$ cat src/opn_pkg.sv
// Shared constants and types for the OPN control block
// Register map, prescaler ratios, timer widths

package opn_pkg;

    // Timer register map, lower bank
    localparam logic [7:0] REG_TA_HI     = 8'h24;
    localparam logic [7:0] REG_TA_LO     = 8'h25;
    localparam logic [7:0] REG_TB        = 8'h26;
    localparam logic [7:0] REG_TIMER_CTL = 8'h27;

    // Prescaler chain
    localparam int CEN_DIV          = 6;   // cen pulses per slot
    localparam int SLOTS_PER_SAMPLE = 24;  // slots per timer A tick
    localparam int TB_PRESCALE      = 16;  // timer A ticks per timer B tick

    // Busy time after a data write, in slots
    localparam int BUSY_SLOTS = 32;

    // Timer widths
    localparam int TA_W = 10;
    localparam int TB_W = 8;

    typedef logic [7:0] reg_addr_t;
    typedef logic [7:0] reg_data_t;

    typedef logic [TA_W-1:0] ta_value_t;
    typedef logic [TB_W-1:0] tb_value_t;

    // Busy in bit 7, flag B in bit 1, flag A in bit 0
    typedef logic [7:0] status_t;

endpackage

$ cat src/timer_if.sv
// Settings and overflow flag of one interval timer

`timescale 1ns/1ns

interface timer_if #(
    parameter int width = opn_pkg::TA_W
);

    logic [width-1:0] value;  // Start value
    logic             load;   // Timer runs while high
    logic             enable; // Overflow may set the flag
    logic             clear;  // One clk pulse
    logic             flag;

    modport regs (
        output value, load, enable, clear,
        input  flag
    );

    modport timer (
        input  value, load, enable, clear,
        output flag
    );

endinterface

$ cat src/opn_clk_div.sv
// Prescaler chain: cen to slot enable, slot enable to timer A and B ticks

`timescale 1ns/1ns

module opn_clk_div (
    input  logic clk,
    input  logic reset,
    input  logic cen,
    output logic slot_en,
    output logic tick_a,
    output logic tick_b
);

    logic [$clog2(opn_pkg::CEN_DIV)-1:0]          cen_cnt;
    logic [$clog2(opn_pkg::SLOTS_PER_SAMPLE)-1:0] slot_cnt;
    logic [$clog2(opn_pkg::TB_PRESCALE)-1:0]      b_cnt;
    logic cen_wrap, slot_wrap, b_wrap;

    assign cen_wrap  = cen_cnt == opn_pkg::CEN_DIV - 1;
    assign slot_wrap = slot_cnt == opn_pkg::SLOTS_PER_SAMPLE - 1;
    assign b_wrap    = b_cnt == opn_pkg::TB_PRESCALE - 1;

    // Stage 1, counts cen
    always_ff @(posedge clk) begin
        if (reset) begin
            cen_cnt <= '0;
            slot_en <= 1'b0;
        end else begin
            slot_en <= cen && cen_wrap;
            if (cen) begin
                cen_cnt <= cen_wrap ? '0 : cen_cnt + 1'b1;
            end
        end
    end

    // Stage 2, counts slots
    always_ff @(posedge clk) begin
        if (reset) begin
            slot_cnt <= '0;
            tick_a   <= 1'b0;
        end else begin
            tick_a <= slot_en && slot_wrap;
            if (slot_en) begin
                slot_cnt <= slot_wrap ? '0 : slot_cnt + 1'b1;
            end
        end
    end

    // Stage 3, counts timer A ticks
    always_ff @(posedge clk) begin
        if (reset) begin
            b_cnt  <= '0;
            tick_b <= 1'b0;
        end else begin
            tick_b <= tick_a && b_wrap;
            if (tick_a) begin
                b_cnt <= b_wrap ? '0 : b_cnt + 1'b1;
            end
        end
    end

    // Each tick_a follows a slot that wrapped the slot counter
    a_tick_from_slot: assert property (
        @(posedge clk) disable iff (reset)
        tick_a |-> $past(slot_en) && slot_cnt == '0
    );

endmodule

$ cat src/opn_regs.sv
// CPU bus decode, timer register bank and control pulses
// Busy counter, status byte and interrupt output

`timescale 1ns/1ns

module opn_regs (
    input  logic               clk,
    input  logic               reset,
    input  opn_pkg::reg_data_t din,
    input  logic [1:0]         addr,
    input  logic               cs_n,
    input  logic               wr_n,
    input  logic               slot_en,
    timer_if.regs              ta,
    timer_if.regs              tb,
    output opn_pkg::status_t   dout,
    output logic               irq_n
);

    logic write;
    logic addr_wr;   // Address phase, lower bank
    logic data_wr;   // Data phase, either bank
    logic lower_wr;  // Data phase, lower bank only
    logic ctl_wr;

    opn_pkg::reg_addr_t reg_sel;  // Latched register address

    // Timer values
    opn_pkg::reg_data_t ta_hi;
    logic [1:0]         ta_lo;
    opn_pkg::ta_value_t ta_val;
    opn_pkg::tb_value_t tb_val;

    // Control byte fields
    logic load_a, load_b;
    logic en_a, en_b;
    logic clr_a, clr_b;

    logic [$clog2(opn_pkg::BUSY_SLOTS)-1:0] busy_cnt;
    logic busy;
    logic flag_a_q, flag_b_q;

    assign write    = !cs_n && !wr_n;
    assign addr_wr  = write && !addr[0] && !addr[1];
    assign data_wr  = write && addr[0];
    assign lower_wr = data_wr && !addr[1];  // Upper bank is not kept
    assign ctl_wr   = lower_wr && (reg_sel == opn_pkg::REG_TIMER_CTL);

    always_ff @(posedge clk) begin
        if (reset) begin
            reg_sel <= '0;
        end else if (addr_wr) begin
            reg_sel <= din;
        end
    end

    // Timer value bytes
    always_ff @(posedge clk) begin
        if (lower_wr) begin
            case (reg_sel)
                opn_pkg::REG_TA_HI: ta_hi  <= din;
                opn_pkg::REG_TA_LO: ta_lo  <= din[1:0];
                opn_pkg::REG_TB:    tb_val <= din;
                default: ;  // Other addresses hold nothing here
            endcase
        end
    end

    assign ta_val = {ta_hi, ta_lo};

    // Timer control, 27h
    always_ff @(posedge clk) begin
        if (reset) begin
            load_a <= 1'b0;
            load_b <= 1'b0;
            en_a   <= 1'b0;
            en_b   <= 1'b0;
            clr_a  <= 1'b0;
            clr_b  <= 1'b0;
        end else begin
            clr_a <= ctl_wr && din[4];  // Flag clears are strobes
            clr_b <= ctl_wr && din[5];
            if (ctl_wr) begin
                load_a <= din[0];
                load_b <= din[1];
                en_a   <= din[2];
                en_b   <= din[3];
            end
        end
    end

    assign ta.value  = ta_val;
    assign ta.load   = load_a;
    assign ta.enable = en_a;
    assign ta.clear  = clr_a;

    assign tb.value  = tb_val;
    assign tb.load   = load_b;
    assign tb.enable = en_b;
    assign tb.clear  = clr_b;

    // Busy lasts BUSY_SLOTS slots, each data write restarts it
    always_ff @(posedge clk) begin
        if (reset) begin
            busy     <= 1'b0;
            busy_cnt <= '0;
        end else if (data_wr) begin
            busy     <= 1'b1;
            busy_cnt <= '0;
        end else if (busy && slot_en) begin
            busy_cnt <= busy_cnt + 1'b1;
            if (busy_cnt == opn_pkg::BUSY_SLOTS - 1) begin
                busy <= 1'b0;
            end
        end
    end

    // Status stage, one cycle behind the timer flags
    always_ff @(posedge clk) begin
        if (reset) begin
            flag_a_q <= 1'b0;
            flag_b_q <= 1'b0;
            irq_n    <= 1'b1;
        end else begin
            flag_a_q <= ta.flag;
            flag_b_q <= tb.flag;
            irq_n    <= !(ta.flag || tb.flag);
        end
    end

    // Read back ignores addr
    assign dout = {busy, 5'b00000, flag_b_q, flag_a_q};

    // A control write clears a flag with a single-cycle strobe
    clr_a_single: assert property (
        @(posedge clk) disable iff (reset) ta.clear |=> !ta.clear
    );
    clr_b_single: assert property (
        @(posedge clk) disable iff (reset) tb.clear |=> !tb.clear
    );

endmodule

$ cat src/opn_timer.sv
// Up-counting interval timer with reload and overflow flag

`timescale 1ns/1ns

module opn_timer #(
    parameter int width = opn_pkg::TA_W
) (
    input  logic   clk,
    input  logic   reset,
    input  logic   tick,
    timer_if.timer ctl
);

    logic [width-1:0] cnt;
    logic             load_q;     // load seen last cycle
    logic             load_rise;
    logic             overflow;
    logic             flag;

    assign load_rise = ctl.load && !load_q;
    assign overflow  = &cnt;

    always_ff @(posedge clk) begin
        if (reset) begin
            cnt    <= '0;
            load_q <= 1'b0;
            flag   <= 1'b0;
        end else begin
            load_q <= ctl.load;
            if (load_rise) begin
                cnt <= ctl.value;       // Start from the programmed value
            end else if (ctl.load && tick) begin
                if (overflow) begin
                    cnt <= ctl.value;   // Reload keeps the period
                    if (ctl.enable) begin
                        flag <= 1'b1;
                    end
                end else begin
                    cnt <= cnt + 1'b1;
                end
            end
            // Clear wins over a set in the same cycle
            if (ctl.clear) begin
                flag <= 1'b0;
            end
        end
    end

    assign ctl.flag = flag;

    // Flag rises only from an enabled overflow, which reloads the counter
    flag_needs_enable: assert property (
        @(posedge clk) disable iff (reset)
        $rose(ctl.flag) |-> $past(ctl.enable) && cnt == $past(ctl.value)
    );

endmodule

$ cat src/opn_core.sv
// Top level of the OPN control block
// Prescaler, register bank and the two interval timers

`timescale 1ns/1ns

module opn_core (
    input  logic               clk,
    input  logic               reset,
    input  logic               cen,      // External clock enable
    input  opn_pkg::reg_data_t din,
    input  logic [1:0]         addr,
    input  logic               cs_n,
    input  logic               wr_n,
    output opn_pkg::status_t   dout,
    output logic               irq_n
);

    logic slot_en;
    logic tick_a;
    logic tick_b;

    timer_if #(.width(opn_pkg::TA_W)) ta_if ();
    timer_if #(.width(opn_pkg::TB_W)) tb_if ();

    opn_clk_div u_clk_div (
        .clk     ( clk     ),
        .reset   ( reset   ),
        .cen     ( cen     ),
        .slot_en ( slot_en ),
        .tick_a  ( tick_a  ),
        .tick_b  ( tick_b  )
    );

    opn_regs u_regs (
        .clk     ( clk     ),
        .reset   ( reset   ),
        .din     ( din     ),
        .addr    ( addr    ),
        .cs_n    ( cs_n    ),
        .wr_n    ( wr_n    ),
        .slot_en ( slot_en ),   // Busy counts slots
        .ta      ( ta_if   ),
        .tb      ( tb_if   ),
        .dout    ( dout    ),
        .irq_n   ( irq_n   )
    );

    // Timer A, one tick per sample
    opn_timer #(
        .width ( opn_pkg::TA_W )
    ) u_timer_a (
        .clk   ( clk    ),
        .reset ( reset  ),
        .tick  ( tick_a ),
        .ctl   ( ta_if  )
    );

    // Timer B runs TB_PRESCALE times slower
    opn_timer #(
        .width ( opn_pkg::TB_W )
    ) u_timer_b (
        .clk   ( clk    ),
        .reset ( reset  ),
        .tick  ( tick_b ),
        .ctl   ( tb_if  )
    );

endmodule

$ cat config.mk
export PLATFORM = sky130hd
export DESIGN_NAME = opn_core
export DESIGN_NICKNAME = d
export VERILOG_FILES = /design/src/opn_pkg.sv /design/src/timer_if.sv /design/src/opn_clk_div.sv /design/src/opn_regs.sv /design/src/opn_timer.sv /design/src/opn_core.sv
export SDC_FILE = /design/constraint.sdc
export NUM_CORES = 1
export LEC_CHECK = 0
export BUFFER_PORTS_ARGS = -buffer_cell sky130_fd_sc_hd__buf_2
export CAP_MARGIN = 0
export CORE_MARGIN = 5
export CORE_UTILIZATION = 25
export CTS_CLUSTER_SIZE = 20
export DETAILED_ROUTE_END_ITERATION = 6
export SYNTH_ARGS = -nofsm -noshare
export SYNTH_HDL_FRONTEND = slang
export SYNTH_SLANG_ARGS = --single-unit
$ cat constraint.sdc
create_clock -name clk -period 1.7 [get_ports clk]
set_input_delay 0.34 -clock clk [delete_from_list [all_inputs] [get_ports clk]]
set_output_delay 0.34 -clock clk [all_outputs]
set_load 0.02 [all_outputs]
Word level (Yosys, flattened, before mapping)
Index checks and enable logic that the tools add are counted.
{ "totals": {"in_bits": 15, "elab_cells": 94, "output_inout_bits": 9, "regBits": 78} }
{ "classes": {"n_reduce_logical": 39, "addsub": 6, "eq_ne": 8, "bitwise": 2, "mux": 12} }
{ "op_table": {"columns": ["operator", "n"], "rows": [
  ["8-bit by 6-bit equality test with 1-bit output (second input constant)", 4],
  ["10-bit 2-to-1 mux", 3],
  ["8-bit 2-to-1 mux", 3],
  ["1-bit logical AND", 16],
  ["13-bit AND reduction", 1],
  ["11-bit AND reduction", 1],
  ["10-bit by 1-bit adder with 10-bit output (second input constant)", 1],
  ["5-bit by 1-bit adder with 5-bit output (second input constant)", 2],
  ["5-bit equality test (second input constant)", 2],
  ["10-bit AND reduction", 1],
  ["8-bit by 1-bit adder with 8-bit output (second input constant)", 1],
  ["2-bit AND reduction", 4],
  ["8-bit AND reduction", 1],
  ["2-bit nonzero test", 4],
  ["1-bit logical NOT", 7],
  ["2-bit OR reduction", 3],
  ["5-bit 2-to-1 mux", 1],
  ["4-bit by 1-bit adder with 4-bit output (second input constant)", 1],
  ["4-bit equality test (second input constant)", 1],
  ["4-bit 2-to-1 mux", 1],
  ["3-bit by 1-bit adder with 3-bit output (second input constant)", 1],
  ["3-bit equality test (second input constant)", 1],
  ["1-bit 2-to-1 mux", 3],
  ["3-bit 2-to-1 mux", 1],
  ["other kinds (2)", 3]
]} }

Logic depth before layout (Yosys ltp)
{ "logic_depth": {"ltp_word": 6, "ltp_mapped": 6, "depth_no_buf": 6} }

Modules after synthesis
A second synthesis with hierarchy kept.
{ "unflattened": {"cells_unflattened": 354, "area_unflattened_um2": 3534.6} }
{ "by_module_without_submodules": {"columns": ["module", "cells_each", "area_per_inst_um2", "n_inst"], "rows": [
  ["opn_regs", 120, 1532.7, 1],
  ["opn_timer at u_timer_a", 101, 817.0, 1],
  ["opn_timer at u_timer_b", 72, 595.6, 1],
  ["opn_clk_div", 61, 589.3, 1]
]} }

Least setup slack after synthesis
Ideal clock, no wire load.
{ "synth_path": {"path_type": "input to register", "from": "in addr[0]", "to": "reg u_regs.ta_hi[0] (enable)", "arrival_ps": 1449, "n_path_buf": 0, "path_slack_ps": -133, "stages": 3, "setup_time_ps": 383, "cell_sequence": "nor4bb_1 nand3_1 nor3_1"} }
{ "synth_between": {"elab_chain_cells": 3} }
{ "synth_rtl": {"columns": ["item", "line", "source"], "rows": [
  ["start: declaration", "opn_core.sv:11", "input logic [1:0] addr,"],
  ["1-bit logical AND", "opn_regs.sv:45", "assign data_wr = write && addr[0];"],
  ["1-bit logical AND", "opn_regs.sv:46", "assign lower_wr = data_wr && !addr[1];"],
  ["2-bit AND reduction (no source line)", null, null],
  ["end signal: assignment", "opn_regs.sv:61", "opn_pkg::REG_TA_HI: ta_hi <= din;"],
  ["end: declaration", "opn_regs.sv:29", "opn_pkg::reg_data_t ta_hi;"]
]} }
No other way between the ends.
A chain may end at the register's enable or synchronous reset.

Worst setup path in the final report
{ "layout_path": {"from": "reg u_timer_b.cnt[0]", "to": "reg u_timer_b.cnt[0]"} }
{ "layout_between": {"elab_chain_cells": 4, "elab_cells_between_ends": 5, "classes_between": "add/sub: 1; mux: 3; reduce/logical: 1"} }
{ "layout_rtl": {"columns": ["item", "line", "source"], "rows": [
  ["start: declaration", "opn_timer.sv:14", "logic [width-1:0] cnt;"],
  ["start signal: assignment", "opn_timer.sv:31", "cnt <= ctl.value;"],
  ["start signal: assignment", "opn_timer.sv:34", "cnt <= ctl.value;"],
  ["start signal: assignment", "opn_timer.sv:39", "cnt <= cnt + 1'b1;"],
  ["8-bit by 1-bit adder with 8-bit output or 8-bit AND reduction (tied branches)", "opn_timer.sv:39, opn_timer.sv:21", null],
  ["8-bit 2-to-1 mux *", "opn_timer.sv:33", "if (overflow) begin"],
  ["8-bit 2-to-1 mux *", "opn_timer.sv:32", "end else if (ctl.load && tick) begin"],
  ["8-bit 2-to-1 mux *", "opn_timer.sv:30", "if (load_rise) begin"]
]} }
Every way passes the cells marked *; elsewhere a longest branch is shown, timed or not. The select of a mux whose other input is x is not followed.

==> results.sh <==
export IMPL_global_route_usage_total_pct=10.1
export IMPL_worst_setup_hold_path_clk_slew_ps=60
export IMPL_postSynthRegisterBits=78
export IMPL_worst_hold_path_num_cells=1
export IMPL_synth_warnings=0
export IMPL_initialDrtViolationCount=118
export IMPL_buffer_ports_inserted=18
export IMPL_number_of_maximum_capacitance_violations=0
export IMPL_peakVddDrop_uv=416
export IMPL_fmaxAchievable_mhz=607
export IMPL_start_kind="flip-flop"
export IMPL_critPathRequiredTime_ps=1960
export IMPL_syn_to_final_growth_pct=20.4
export IMPL_switching_share_pct=23.1
export IMPL_biggest_area_consumer_among_synthesized_cells="dfxtp_1"
export IMPL_layout_drive_gt1_share_pct=19.4
export IMPL_worst_slew_pin_transition_ps=512
export IMPL_pwr_share_comb_pct=3.4
export IMPL_clkLatencyLatePin_ps=340
export IMPL_post_route_standard_cell_area_excluding_fillers_sq_mm=0.00416
export IMPL_chipHeight_um=128
export IMPL_post_detailed_route_via_to_cell_ratio=4.66
export IMPL_horizontal_die_dimension_um=128
export IMPL_place_gp_congestion=0.819
export IMPL_run_status="finished clean"
export IMPL_largest_net_degree_at_the_start_of_global_routing=18
export IMPL_wp_depth=5
export IMPL_crit_slowest_cell="dfxtp_1"
export IMPL_globalRouteOverflowTotal=0
export IMPL_cts_buffer_count=9
export IMPL_critical_path_max_stage_delay_ps=340
export IMPL_antennaDiodeCount=0
export IMPL_fp_row_count=43
export IMPL_placed_cells_incl_taps=559
export IMPL_cts_hold_buf=0
export IMPL_cp_cell_sequence="ha_1 -> and4_1 -> a21o_2 -> or3_1 -> a31oi_1"
export IMPL_postSynthCellCount=356
export IMPL_io_pins=24
export IMPL_cts_root_buffer="clkbuf_16"
export IMPL_detailroute_via_count=2686
export IMPL_reg2regPathDepth=5
export IMPL_n_fill_cell=1440
export IMPL_floorplan_initialDensity_pct=25.2
export IMPL_post_route_util_pct=30.3
export IMPL_detail_route_drc_violations=0
export IMPL_setup_viol=0
export IMPL_syn_avg_cell_area_sq_um=9.70
export IMPL_worstPathMaxFanout=8
export IMPL_asyncSetResetFlopFracSynth_pct=0
export IMPL_report_final_hold_viol_count=0
export IMPL_avgRoutedWirePerCell_um=13.1
export IMPL_synth_most_common_cell="dfxtp_1"
export IMPL_route_antenna_remaining_nets=0
export IMPL_synth_enable_flop_cells=18
export IMPL_internal_power_uw=2970
export IMPL_seq_power_share_pct=49.7
export IMPL_cts_htree_levels=3
export IMPL_slew_limit_headroom_pct=65.7
export IMPL_total_power_uw=3860
export IMPL_floorplan_die_area_sq_mm=0.0163
export IMPL_hold_path_class="input pin to flip-flop"
export IMPL_synth_cell_type_count=53
export IMPL_synth_top_flop_cell="dfxtp_1"
export IMPL_placedInstanceArea_sq_mm=0.00385
export IMPL_cts_tree="done"
export IMPL_wire_length_of_the_first_global_routing_pass_mm=13.0
export IMPL_finalWirelength_mm=7.57
export IMPL_detailedRoute_firstPassIterationCount=4
export IMPL_synth_top_cell_area_share_pct=34.8
export IMPL_netlist_top_cells_area="dfxtp_1, edfxtp_1, nor2_1"
export IMPL_placeableCoreArea_sq_mm=0.0137
export IMPL_maxSlewViolCount=0
export IMPL_post_synthesis_cell_area_sq_mm=0.00345
export IMPL_synth_sequential_area_ratio_pct=50.4
export IMPL_final_critical_path_time_including_i_o_delays_and_setup_ps=1650
export IMPL_critical_path_class="flip-flop to flip-flop"
export IMPL_power_share_clock_pct=46.9
export IMPL_power_density_mw_per_mm2=928
export IMPL_p_sw_uw=893
export IMPL_final_cells=577
export IMPL_finClkSkew_ps=6.93
export IMPL_clk_path_buf_depth=2
export IMPL_critPathArrivalTime_ps=1910
export IMPL_final_min_period_over_clock_period_pct=97.0
export IMPL_cts_num_sinks=78
export IMPL_place_detailed_hpwl_mm=5.71
export IMPL_nets=413
export IMPL_leakagePower_uw=0.00143
export IMPL_end_kind="flip-flop"
export IMPL_grt_pass1_vias=2638
export IMPL_worstPathBufferInverterCount=0
export IMPL_post_synth_most_frequent_cells="dfxtp_1, nor2_1, nand3_1"
export IMPL_number_of_antenna_violations_at_the_first_check_in_global_routing=0
export IMPL_worst_path_dominant_cell_family="simple AND/OR/NAND/NOR gates"
export IMPL_unrepaired_setup_endpoints_after_global_routing="true"
==> layout by cell type (no fill, tap or decap), types with 12 or more instances in the layout <==
cell type / netlist / final
nand2_1: 19 / 19
buf_2: 4 / 18
nor3_1: 19 / 18
nand4_1: 12 / 12
nor2_1: 34 / 34
o21ai_0: 13 / 13
edfxtp_1: 18 / 18
dfxtp_1: 60 / 58
buf_4: 8 / 30
a21oi_1: 18 / 18
nand3_1: 20 / 20
a31oi_1: 12 / 12
==> path summary, 6_finish.rpt <==
kind	to	startpoint	slack, ps
worst min register to register	u_timer_a.ctl.flag	u_regs.ta.clear	400
worst max register to register	u_timer_b.cnt[0]	u_timer_b.cnt[0]	50
worst max-delay path	u_timer_b.cnt[0]	u_timer_b.cnt[0]	50
worst min-delay path	u_regs.tb.value[4]	din[4]	250
==> logic make-up after synthesis <==
group,Yosys count,share of synthesized area [%]
simple gates,150,23.6
flops,78,50.4
compound gates,72,13.7
buf+inv,32,5.36
mux,10,2.90
xor+xnor,7,1.78
fa+ha+maj,6,2.17
other cells,1,0.109
==> metal layers <==
| layer | global-route usage (%) | vias up | wire (um) |
|---|---|---|---|
| li1 | - | 1385 | - |
| met1 | 12.6 | 1241 | 3390 |
| met2 | 16.2 | 54 | 3730 |
| met3 | 4.01 | 6 | 366 |
| met4 | 3.03 | 0 | 86 |
| met5 | 0 | - | 0 |
==> power by group through the flow <==
stage               Sequential [uW]  Clock [uW]  Combinational (uW)
global placement               1960           0                 133
CTS                            1920        1880                 135
finish                         1920        1810                 132
detailed placement             1960           0                 135
floorplan                      1960           0                82.1
global route                   1920        1960                 147
==> registers in the layout, indices dropped and copies added, names as in the netlist, 2 cells and up <==
signal,cells
u_timer_b.cnt,8
u_regs.busy_cnt,5
u_regs.reg_sel,8
u_clk_div.cen_cnt,3
u_clk_div.slot_cnt,5
u_regs.ta_lo,2
u_timer_a.cnt,10
u_regs.tb.value,8
u_clk_div.b_cnt,4
u_regs.ta_hi,8
==> what timing repair did <==
action                                 in CTS  in global routing
gates resized for setup                     0                  5
setup endpoints to repair                   0                  8
endpoints found under the hold margin       0                  0
buffers inserted                            0                  2
==> area by class of cell <==
type                    count  area, sq um  area share [%]
repair buffers             48          315            7.58
clock buffers               9          225            5.42
flip-flops and latches     78         1750            42.1
inverters                   5         18.8           0.451
well taps                 180          225            5.42
clock inverters             7         60.1            1.44
multi-input cells         250         1570            37.6
==> through the flow <==
step / hold WS (ps) / TNS (ps) / setup WS (ps)
3_3_place_gp: 382 / 0 / 69.3
2_1_floorplan: 373 / 0 / 22.3
3_5_place_dp: 386 / 0 / 53.7
4_1_cts: 235 / 0 / 37.1
6_report: 250 / 0 / 51.4
5_1_grt: 226 / -204 / -58.9
Note: power is estimated with default switching activity, not from simulation.
